File: config.mk
export PLATFORM = sky130hd
export DESIGN_NAME = sram_ctl_top
export DESIGN_NICKNAME = d
export VERILOG_FILES = /design/src/source/sram_ctl_pkg.sv /design/src/source/cfg_reg.sv /design/src/source/cmd_decode.sv /design/src/source/read_sequencer.sv /design/src/source/sram_ctl_top.sv
export VERILOG_INCLUDE_DIRS = /design/src /design/src/source
export SDC_FILE = /design/constraint.sdc
export NUM_CORES = 1
export LEC_CHECK = 0
export BUFFER_PORTS_ARGS = -buffer_cell sky130_fd_sc_hd__clkbuf_2
export CAP_MARGIN = 10
export CORE_AREA = 4 4 137 139
export CTS_CLUSTER_SIZE = 24
export DETAILED_ROUTE_END_ITERATION = 16
export DIE_AREA = 0 0 141 143
export GPL_ROUTABILITY_DRIVEN = 1
export SLEW_MARGIN = 20
export SYNTH_ARGS = -nofsm -noshare
export SYNTH_HDL_FRONTEND = slang
export SYNTH_SLANG_ARGS = --single-unit
File: constraint.sdc
create_clock -name clk -period 2.2 [get_ports clk]
set_clock_uncertainty 0.15 [all_clocks]
set_input_delay 0.55 -clock clk [delete_from_list [all_inputs] [get_ports clk]]
set_output_delay 0.55 -clock clk [all_outputs]
set_load 0.03 [all_outputs]
File: src/source/sram_ctl_consts.svh
// ------------------------------
// sram controller constants
// widths, command address fields,
// decode offsets and cfg0 reset value
// ------------------------------

`ifndef SRAM_CTL_CONSTS_SVH
`define SRAM_CTL_CONSTS_SVH

// data and command address width
`define SRAM_CTL_DW 32

// row address width, 32 rows per port
`define SRAM_CTL_AW 5

// r0 and w0 row sits in address bits 6:2
`define SRAM_CTL_ROW_LSB 2
// r1 row sits in address bits 12:8
`define SRAM_CTL_R1_ROW_LSB 8
// array read type in address bits 15:14
`define SRAM_CTL_RDTYPE_LSB 14
// cfg0 write op in address bits 3:2
`define SRAM_CTL_WROP_LSB 2

// space select bits of the command address
`define SRAM_CTL_SPACE_MASK 32'h000F_0000
`define SRAM_CTL_CFG0_OFFSET 32'h0000_0000
`define SRAM_CTL_BIST_OFFSET 32'h0001_0000
`define SRAM_CTL_ARRCFG_OFFSET 32'h0002_0000

// wait count of 1, status bits low
`define SRAM_CTL_CFG0_INIT 32'h0000_0001

// read wait count field is cfg0 bits 2:0
`define SRAM_CTL_WAIT_W 3
// run mode, error and user bits start here
`define SRAM_CTL_STATUS_LSB 28

`endif

File: src/source/sram_ctl_pkg.sv
// ------------------------------
// sram controller types
// sequencer states, cfg0 write ops
// and array read kinds
// ------------------------------

package sram_ctl_pkg;

  // read sequencer states
  // one state per read kind, idle between reads
  typedef enum logic [2:0] {
    IDLE    = 3'd0,
    RD_CTL  = 3'd1,
    RD_BIST = 3'd2,
    RD_CFG  = 3'd3,
    RD_R0   = 3'd4,
    RD_R1   = 3'd5,
    RD_LO   = 3'd6,
    RD_HI   = 3'd7
  } seq_state_t;

  // cfg0 update ops, from command address bits 3:2
  typedef enum logic [1:0] {
    WR_LOAD   = 2'b00,
    WR_SET    = 2'b01,
    WR_CLEAR  = 2'b10,
    WR_TOGGLE = 2'b11
  } wr_op_t;

  // array read type, from command address bits 15:14
  typedef enum logic [1:0] {
    RD_PORT_R0 = 2'b00,
    RD_PORT_R1 = 2'b01,
    RD_PORT_LO = 2'b10,
    RD_PORT_HI = 2'b11
  } rd_port_t;

endpackage

File: src/source/cfg_reg.sv
// ------------------------------
// cfg0 control register
// load, set, clear or toggle update
// drives the four status outputs
// ------------------------------

`timescale 1ns/1ps

`include "sram_ctl_consts.svh"

module cfg_reg (
  input  logic                        clk,
  input  logic                        rst,
  input  logic                        cfg_we,
  input  sram_ctl_pkg::wr_op_t        cfg_op,
  input  logic [`SRAM_CTL_DW-1:0]     cfg_wdat,
  output logic [`SRAM_CTL_DW-1:0]     cfg0,
  output logic                        run_mode,
  output logic                        error,
  output logic [1:0]                  user_out
);

  // cfg0 layout
  //   31     run mode
  //   30     error
  //   29:28  user outputs
  //   2:0    read wait count
  logic [`SRAM_CTL_DW-1:0] cfg0_q;
  logic [`SRAM_CTL_DW-1:0] cfg0_nxt;

  // new value per write op
  always_comb begin
    case (cfg_op)
      sram_ctl_pkg::WR_LOAD:  cfg0_nxt = cfg_wdat;
      sram_ctl_pkg::WR_SET:   cfg0_nxt = cfg0_q | cfg_wdat;
      sram_ctl_pkg::WR_CLEAR: cfg0_nxt = cfg0_q & ~cfg_wdat;
      default:                cfg0_nxt = cfg0_q ^ cfg_wdat;
    endcase
  end

  // update lands at the end of the command cycle
  always_ff @(posedge clk) begin
    if (rst) begin
      cfg0_q <= `SRAM_CTL_CFG0_INIT;
    end else if (cfg_we) begin
      cfg0_q <= cfg0_nxt;
    end
  end

  assign cfg0 = cfg0_q;

  // status outputs straight from the top nibble
  assign user_out = cfg0_q[`SRAM_CTL_STATUS_LSB +: 2];
  assign error    = cfg0_q[`SRAM_CTL_STATUS_LSB + 2];
  assign run_mode = cfg0_q[`SRAM_CTL_STATUS_LSB + 3];

endmodule

File: src/source/cmd_decode.sv
// ------------------------------
// command decode
// splits host commands into array
// drives, cfg0 writes and read kinds
// ------------------------------

`timescale 1ns/1ps

`include "sram_ctl_consts.svh"

module cmd_decode (
  input  logic                          ctl_cmd_val,
  input  logic                          ra0_cmd_val,
  input  logic [`SRAM_CTL_DW-1:0]       cmd_adr,
  input  logic                          cmd_we,
  input  logic [3:0]                    cmd_sel,
  input  logic [`SRAM_CTL_DW-1:0]       cmd_dat,
  output logic                          cfg_we,
  output sram_ctl_pkg::wr_op_t          cfg_op,
  output logic                          rd_req,
  output sram_ctl_pkg::seq_state_t      rd_target,
  output logic                          r0_enb,
  output logic [`SRAM_CTL_AW-1:0]       r0_adr,
  output logic                          r1_enb,
  output logic [`SRAM_CTL_AW-1:0]       r1_adr,
  output logic                          w0_enb,
  output logic [`SRAM_CTL_AW-1:0]       w0_adr,
  output logic [`SRAM_CTL_DW-1:0]       w0_dat,
  output logic [`SRAM_CTL_DW-1:0]       bist_ctl,
  output logic                          cfg_wr,
  output logic [`SRAM_CTL_DW-1:0]       cfg_wdat
);

  logic [`SRAM_CTL_DW-1:0] space;
  logic                    adr_cfg0;
  logic                    adr_bist;
  logic                    adr_arrcfg;
  logic                    special;
  sram_ctl_pkg::rd_port_t  rd_type;

  // space select, only the masked bits count
  assign space      = cmd_adr & `SRAM_CTL_SPACE_MASK;
  assign adr_cfg0   = ctl_cmd_val & (space == `SRAM_CTL_CFG0_OFFSET);
  assign adr_bist   = ra0_cmd_val & (space == `SRAM_CTL_BIST_OFFSET);
  assign adr_arrcfg = ra0_cmd_val & (space == `SRAM_CTL_ARRCFG_OFFSET);
  // bist and array config never touch the array ports
  assign special    = adr_bist | adr_arrcfg;

  // cfg0 write and its op
  assign cfg_we = adr_cfg0 & cmd_we;
  assign cfg_op = sram_ctl_pkg::wr_op_t'(cmd_adr[`SRAM_CTL_WROP_LSB +: 2]);

  // array port drives
  assign rd_type = sram_ctl_pkg::rd_port_t'(cmd_adr[`SRAM_CTL_RDTYPE_LSB +: 2]);
  // r0 is used by r0, lo and hi reads; r1 by r1, lo and hi reads
  assign r0_enb  = ra0_cmd_val & ~special & ~cmd_we & (rd_type != sram_ctl_pkg::RD_PORT_R1);
  assign r1_enb  = ra0_cmd_val & ~special & ~cmd_we & (rd_type != sram_ctl_pkg::RD_PORT_R0);
  assign r0_adr  = cmd_adr[`SRAM_CTL_ROW_LSB +: `SRAM_CTL_AW];
  assign r1_adr  = cmd_adr[`SRAM_CTL_R1_ROW_LSB +: `SRAM_CTL_AW];
  // a write with no select bit is dropped
  assign w0_enb  = ra0_cmd_val & ~special & cmd_we & (|cmd_sel);
  assign w0_adr  = cmd_adr[`SRAM_CTL_ROW_LSB +: `SRAM_CTL_AW];
  assign w0_dat  = cmd_dat;

  // bist and array config pass-through
  assign bist_ctl = (adr_bist & cmd_we) ? cmd_dat : '0;
  assign cfg_wr   = adr_arrcfg & cmd_we;
  assign cfg_wdat = cmd_dat;

  // read request, control space only decodes cfg0
  assign rd_req = ~cmd_we & (adr_cfg0 | ra0_cmd_val);

  always_comb begin
    rd_target = sram_ctl_pkg::RD_CTL;
    if (ra0_cmd_val) begin
      if (adr_bist) begin
        rd_target = sram_ctl_pkg::RD_BIST;
      end else if (adr_arrcfg) begin
        rd_target = sram_ctl_pkg::RD_CFG;
      end else begin
        case (rd_type)
          sram_ctl_pkg::RD_PORT_R0: rd_target = sram_ctl_pkg::RD_R0;
          sram_ctl_pkg::RD_PORT_R1: rd_target = sram_ctl_pkg::RD_R1;
          sram_ctl_pkg::RD_PORT_LO: rd_target = sram_ctl_pkg::RD_LO;
          default:                  rd_target = sram_ctl_pkg::RD_HI;
        endcase
      end
    end
  end

endmodule

File: src/source/read_sequencer.sv
// ------------------------------
// read sequencer
// waits cfg0 wait count cycles,
// then acks and muxes read data
// ------------------------------

`timescale 1ns/1ps

`include "sram_ctl_consts.svh"

module read_sequencer (
  input  logic                          clk,
  input  logic                          rst,
  input  logic                          rd_req,
  input  sram_ctl_pkg::seq_state_t      rd_target,
  input  logic [`SRAM_CTL_DW-1:0]       cfg0,
  input  logic [`SRAM_CTL_DW-1:0]       r0_dat,
  input  logic [`SRAM_CTL_DW-1:0]       r1_dat,
  input  logic [`SRAM_CTL_DW-1:0]       bist_status,
  input  logic [`SRAM_CTL_DW-1:0]       cfg_rdat,
  output logic                          rd_ack,
  output logic [`SRAM_CTL_DW-1:0]       rd_dat
);

  localparam int HW = `SRAM_CTL_DW / 2;

  sram_ctl_pkg::seq_state_t     state_q;
  logic [`SRAM_CTL_WAIT_W-1:0]  wait_q;
  logic                         wait_done;

  assign wait_done = (wait_q == '0);

  // state and wait counter
  // the counter is loaded from cfg0 in the request cycle
  always_ff @(posedge clk) begin
    if (rst) begin
      state_q <= sram_ctl_pkg::IDLE;
      wait_q  <= '0;
    end else begin
      case (state_q)
        sram_ctl_pkg::IDLE: begin
          // requests outside idle are dropped
          if (rd_req) begin
            state_q <= rd_target;
            wait_q  <= cfg0[`SRAM_CTL_WAIT_W-1:0];
          end
        end
        default: begin
          if (wait_done) begin
            state_q <= sram_ctl_pkg::IDLE;
          end else begin
            wait_q <= wait_q - 1'b1;
          end
        end
      endcase
    end
  end

  // ack in the last cycle of a read state
  // with wait count W this is W+1 cycles after the command
  assign rd_ack = (state_q != sram_ctl_pkg::IDLE) & wait_done;

  // read data select by state
  always_comb begin
    case (state_q)
      sram_ctl_pkg::RD_R0:   rd_dat = r0_dat;
      sram_ctl_pkg::RD_R1:   rd_dat = r1_dat;
      // r1 half in the upper word, r0 half in the lower
      sram_ctl_pkg::RD_LO:   rd_dat = {r1_dat[HW-1:0], r0_dat[HW-1:0]};
      sram_ctl_pkg::RD_HI:   rd_dat = {r1_dat[`SRAM_CTL_DW-1:HW], r0_dat[`SRAM_CTL_DW-1:HW]};
      sram_ctl_pkg::RD_CTL:  rd_dat = cfg0;
      sram_ctl_pkg::RD_BIST: rd_dat = bist_status;
      sram_ctl_pkg::RD_CFG:  rd_dat = cfg_rdat;
      // idle reads back as all ones
      default:               rd_dat = '1;
    endcase
  end

  // ack is a single-cycle pulse
  a_ack_one_cycle : assert property (
    @(posedge clk) disable iff (rst)
    rd_ack |=> !rd_ack
  ) else $error("rd_ack held longer than one cycle");

  // every ack ends the read
  a_idle_after_ack : assert property (
    @(posedge clk) disable iff (rst)
    rd_ack |=> (state_q == sram_ctl_pkg::IDLE)
  ) else $error("sequencer not idle after rd_ack");

  // host must wait for the ack before the next read
  a_no_req_busy : assert property (
    @(posedge clk) disable iff (rst)
    rd_req |-> (state_q == sram_ctl_pkg::IDLE)
  ) else $error("read request while sequencer busy");

endmodule

File: src/source/sram_ctl_top.sv
// ------------------------------
// sram macro command controller
// decode, cfg0 register and read
// sequencer for a 2r1w test array
// ------------------------------

`timescale 1ns/1ps

`include "sram_ctl_consts.svh"

module sram_ctl_top (
  input  logic                      clk,
  input  logic                      rst,
  // host command
  input  logic                      ctl_cmd_val,
  input  logic                      ra0_cmd_val,
  input  logic [`SRAM_CTL_DW-1:0]   cmd_adr,
  input  logic                      cmd_we,
  input  logic [3:0]                cmd_sel,
  input  logic [`SRAM_CTL_DW-1:0]   cmd_dat,
  output logic                      rd_ack,
  output logic [`SRAM_CTL_DW-1:0]   rd_dat,
  // array ports
  output logic                      r0_enb,
  output logic [`SRAM_CTL_AW-1:0]   r0_adr,
  input  logic [`SRAM_CTL_DW-1:0]   r0_dat,
  output logic                      r1_enb,
  output logic [`SRAM_CTL_AW-1:0]   r1_adr,
  input  logic [`SRAM_CTL_DW-1:0]   r1_dat,
  output logic                      w0_enb,
  output logic [`SRAM_CTL_AW-1:0]   w0_adr,
  output logic [`SRAM_CTL_DW-1:0]   w0_dat,
  // bist and array config
  output logic [`SRAM_CTL_DW-1:0]   bist_ctl,
  input  logic [`SRAM_CTL_DW-1:0]   bist_status,
  output logic                      cfg_wr,
  output logic [`SRAM_CTL_DW-1:0]   cfg_wdat,
  input  logic [`SRAM_CTL_DW-1:0]   cfg_rdat,
  // status from cfg0
  output logic                      run_mode,
  output logic                      error,
  output logic [1:0]                user_out
);

  logic                       cfg_we;
  sram_ctl_pkg::wr_op_t       cfg_op;
  logic [`SRAM_CTL_DW-1:0]    cfg0;
  logic                       rd_req;
  sram_ctl_pkg::seq_state_t   rd_target;

  // combinational command split
  cmd_decode u_cmd_decode (
    .ctl_cmd_val (ctl_cmd_val),
    .ra0_cmd_val (ra0_cmd_val),
    .cmd_adr     (cmd_adr),
    .cmd_we      (cmd_we),
    .cmd_sel     (cmd_sel),
    .cmd_dat     (cmd_dat),
    .cfg_we      (cfg_we),
    .cfg_op      (cfg_op),
    .rd_req      (rd_req),
    .rd_target   (rd_target),
    .r0_enb      (r0_enb),
    .r0_adr      (r0_adr),
    .r1_enb      (r1_enb),
    .r1_adr      (r1_adr),
    .w0_enb      (w0_enb),
    .w0_adr      (w0_adr),
    .w0_dat      (w0_dat),
    .bist_ctl    (bist_ctl),
    .cfg_wr      (cfg_wr),
    .cfg_wdat    (cfg_wdat)
  );

  // cfg0 takes host write data directly
  cfg_reg u_cfg_reg (
    .clk      (clk),
    .rst      (rst),
    .cfg_we   (cfg_we),
    .cfg_op   (cfg_op),
    .cfg_wdat (cmd_dat),
    .cfg0     (cfg0),
    .run_mode (run_mode),
    .error    (error),
    .user_out (user_out)
  );

  read_sequencer u_read_sequencer (
    .clk         (clk),
    .rst         (rst),
    .rd_req      (rd_req),
    .rd_target   (rd_target),
    .cfg0        (cfg0),
    .r0_dat      (r0_dat),
    .r1_dat      (r1_dat),
    .bist_status (bist_status),
    .cfg_rdat    (cfg_rdat),
    .rd_ack      (rd_ack),
    .rd_dat      (rd_dat)
  );

endmodule

==> After elaboration in Yosys (flattened, before gate mapping) <==
Index checks and enable logic that the tools add are counted.
{ "op_classes": {"addsub": 1, "eq_ne": 16, "mux": 13, "bitwise_logic": 22, "reduce_logical": 11} }
{ "ops": {"columns": ["cell", "n"], "rows": [
  ["$pmux 32 s7", 1],
  ["$pmux 32 s3", 1],
  ["$and 32x32->32", 1],
  ["$logic_not 32->1", 1],
  ["$mux 32", 1],
  ["$not 32->32", 1],
  ["$or 32x32->32", 1],
  ["$xor 32x32->32", 1],
  ["$mux 3", 9],
  ["$and 1x1->1", 14],
  ["$eq 3x3->1 const B", 4],
  ["$eq 3x2->1 const B", 2],
  ["$logic_not 3->1", 2],
  ["$pmux 2 s3", 1],
  ["$eq 2x1->1 const B", 2],
  ["$eq 2x2->1 const B", 2],
  ["$eq 4x1->1 const B", 1],
  ["$eq 4x2->1 const B", 1],
  ["$logic_not 2->1", 2],
  ["$ne 2x2->1 const B", 2],
  ["$reduce_and 2->1", 2],
  ["$reduce_bool 2->1", 2],
  ["$reduce_or 4->1", 1],
  ["$eq 3x1->1 const B", 1],
  ["other kinds (5)", 7]
]} }
{ "totals": {"register_bits": 38, "input_bits": 201, "word_cells": 66} }

==> Longest topological paths before layout <==
{ "logic_depth": {"word_depth": 7, "ltp_mapped": 7, "mapped_depth_nobuf": 6} }

==> Cells and area by module <==
From an unflattened synthesis, not the netlist that was laid out.
{ "hier_totals": {"hier_cells": 769, "area_unflattened_um2": 6032.0} }
{ "modules_own_cells": {"columns": ["mod", "n_inst", "cells_each", "area_per_inst_um2", "seq_area_each_um2"], "rows": [
  ["cfg_reg", 1, 350, 3148.0, 640.6],
  ["read_sequencer", 1, 277, 1881.8, 120.1],
  ["cmd_decode", 1, 142, 1002.2, 0.0]
]} }

==> Worst setup path after synthesis <==
No wires, ideal clock.
{ "synth_path": {"path_kind": "flip-flop to output port", "startpoint": "register u_read_sequencer.state_q[1]", "endpoint": "output port rd_dat[0]", "t_arrival_ns": 1.856, "required_time_ns": 1.500, "path_slack_ns": -0.356, "path_stages_with_launch": 8, "path_buffers": 3, "cell_sequence": "dfxtp_1 buf_6 buf_2 buf_1 nand2_1 o211ai_1 o21ai_0 o21ai_0"} }
{ "synth_between": {"elab_chain_len": 2, "elab_cells_between_ends": 8, "classes_between": "7 x eq/ne; 1 x mux"} }
{ "synth_rtl": {"columns": ["element", "line", "text"], "rows": [
  ["start, declared", "read_sequencer.sv:27", "sram_ctl_pkg::seq_state_t state_q;"],
  ["start signal, assigned", "read_sequencer.sv:37", "state_q <= sram_ctl_pkg::IDLE;"],
  ["start signal, assigned", "read_sequencer.sv:44", "state_q <= rd_target;"],
  ["start signal, assigned", "read_sequencer.sv:50", "state_q <= sram_ctl_pkg::IDLE;"],
  ["$eq 3x2->1 (tied with other cells)", "read_sequencer.sv:65", "case (state_q)"],
  ["$pmux 32 s7 (*)", "read_sequencer.sv:65", null],
  ["end, declared", "sram_ctl_top.sv:22", "output logic [`SRAM_CTL_DW-1:0] rd_dat,"]
]} }
Every way passes the cells marked *; elsewhere a longest branch is shown, timed or not.

==> Final worst setup path <==
{ "layout_path": {"startpoint": "register u_read_sequencer.state_q[1]", "endpoint": "output port rd_dat[16]"} }
Same word-level chain as after synthesis.

==> metrics.txt <==
leakage 4.20 nW; Compound-Gate Fraction of Synth Area roughly a fifth; max-cap violations 0; power density cells 331 mW/mm^2; crit path launch type register; peak supply drop 0.243 mV; Crit. End Element output port; area occupied by multi-input gates 0.00453 sq mm; count of cell types in the netlist 42; vias in the first global route about 6,500; clock root cell clkbuf_16; Max clock buf depth 2; final setup fails 62; Worst Path Max Fanout 10; final hold vios 0; Int Power 1.82 mW; Starting DRT DRC Count 328; Synth async-reset ratio 0%; CTS tree built; Worst path max stage delay approximately 370 ps; leading area contributor after synthesis ha_1; DR WL/cell just under 20 um; share of post-route cells with drive strength above 1 between 50% and 60%; Pins Over Slew Limit 0; RSZ-0062 raised after global routing true; failing checks setup timing; final wirelength 24.7 mm; Synth top area share between 10% and 20%; post-synthesis mux area share ~18%; worst setup path class reg2out; total CTS buffers 5; fraction of the mapped netlist area in simple logic gates 14.1%; worst skew pair latency 280 ps; initial core utilization 32.7%; Yosys reg bits 38; ANT cells 0; final-stage net count 1,299; syn_nets 1,045; initial antenna violation count 0; sequential area share after synthesis 13.2%; Post-Synth XOR/XNOR Area 0.152%; H-tree levels 2; period utilisation layout 111%; clk slew on worst S/H paths 60 ps; relative slew slack 61.6%; Placer Congestion 0.845; Avg Inst Size Synth 7.42 sq um; Seq. cell area 772 sq um; crit path from u_read_sequencer.state_q[1]; combinational fraction of design power around 54%; residual DRC count 0; min-delay src u_cfg_reg.cfg0[3]; GR Overflow Total 0; Synth Flop Type dfxtp_1; Core Box Area 0.0177 sq mm; Gate Count Post-Synth 778; # IOs 353; most frequent cells in the layout clkbuf_2 (249), nand2_1 (123), inv_1 (100); GRT Total Usage a little under a quarter; Syn. warnings 0; fill count between 1,500 and 2,000; Syn-to-layout area delta 59.2%; worst hold path class reg2reg; status complete, but fails checks; Die Area 0.0202 sq mm; commonest non-fill, non-tap cell in the layout clkbuf_2; Sw Pwr between 1 and 1.5 mW; largest net degree at the start of global routing 40; PortBufs 317; WP data required 1500 ps; switching share of power 40.1%; Final HPWL DP 18.4 mm; # clock sinks 38; Peak Freq 0.411 GHz; worst-path cell with the longest stage delay dfxtp_4; Slew @ Worst Pin 574 ps; final instance area 0.00920 sq mm; Die W around 140 um; Site Rows 49; final setup margin -234 ps; leading post-synthesis cells by cell area ha_1 (14%), mux4_2 (14%), dfxtp_1 (13%); Arr. time, crit path 1730 ps; crit path cell chain buf_6 > bufbuf_16 > mux2i_1 > o21ai_0 > nand2_1 > o21ai_2 > clkbuf_4; post-route minimum period 2430 ps; first-pass GRT wire length between 30 and 40 mm; placed cell area 0.00776 sq mm; die height 143 um; Pre-antenna DRT Iters 5; routed vias 6,552; Reg power frac 23.4%; largest family of logic cells by synthesized area buffers and inverters; clock share of power 22.9%; Avg Vias per Cell a little over 5; antenna viol nets, final 0; EDFF count, synth 0; synthesized-area fraction occupied by adder cells 14.3%; Power Total 3.04 mW; reg2reg start u_read_sequencer.state_q[1]; Post-Syn Area approximately 0.0058 sq mm
[worst paths after layout]
check | endpoint | slack, ps | depth (start not counted)
worst min register to register | u_cfg_reg.cfg0[3] | 330 | 2
worst max-delay path | rd_dat[16] | -230 | 7
worst min-delay path | u_cfg_reg.cfg0[3] | 330 | 2
worst max register to register | u_read_sequencer.wait_q[0] | 170 | 6
[worst max-delay path: cells and delay by family, from the launching register on]
kind	cells	cell delay [ps]
AO/OA/AOI/OAI	2	140
AND/OR/NAND/NOR	1	90
buffers and inverters	3	640
multiplexers	1	210
flip-flops	1	370
[cell usage after synthesis, types with 10 or more instances]
library cell and count:
dfxtp_1 38, o21ai_0 77, mux4_2 35, nand2_1 130
inv_1 101, ha_1 66, clkbuf_1 33, buf_1 10
buf_4 81, nor3_1 36, o211ai_1 38, buf_2 12
mux2i_1 24, a21oi_1 36
[registers in the layout, summed over array words and instances, names as in the netlist]
name                      flops
u_read_sequencer.wait_q       3
u_read_sequencer.state_q      3
u_cfg_reg.cfg0               32
[power groups by stage]
stage | Sequential (mW) | Combinational (mW) | Clock (mW)
after floorplan | 0.721 | 0.970 | 0
after global placement | 0.728 | 1.36 | 0
after detailed placement | 0.728 | 1.37 | 0
after CTS | 0.710 | 1.60 | 0.715
after global routing | 0.713 | 1.74 | 0.742
final | 0.712 | 1.63 | 0.698
[what timing repair did]
item / CTS / global route
setup buffers: 19 / 4
hold buffers: 0 / 0
endpoints found under the hold margin: 0 / 0
setup endpoints to repair: 69 / 69
pin swaps: 24 / 13
resized for setup: 197 / 66
gates cloned: 9 / 0
[final cells by class]
type | instances | share of cell area, %
multi-input combinational | 501 | 49.3
tap | 229 | 3.12
inverter | 101 | 4.16
timing repair buffer | 385 | 33.6
clock buffer | 7 | 1.44
sequential | 38 | 8.39
[layer usage]
metal  track usage [%]  wire, um  vias up
met3              3.25      1520       41
met2              43.2     12700      278
met1              28.2      9680     3124
met4              6.37       809        0
li1                  -         -     3109
met5                 0         0        -
[cell families (layout without fill, tap and decap cells)]
kind of cell	Yosys count	after routing
AO/OA/AOI/OAI	184	184
XOR/XNOR	1	1
adder cells (fa/ha/maj)	66	66
buffers and inverters	239	493
flip-flops	38	38
multiplexers	59	59
AND/OR/NAND/NOR	191	191
[through the flow]
stage               hold slack (ps)  TNS (ps)  utilization [%]  setup WS [ps]  cells
detailed placement              319     -4740             43.9           -208   1227
global placement                314     -4610             43.9           -204   1227
global route                    348    -10860             52.1           -325   1261
CTS                             327     -8860             51.4           -231   1261
floorplan                       303      -792                -           -134    778
finish                          328     -7120             52.1           -234   1261
(Power assumes the default switching activity.)
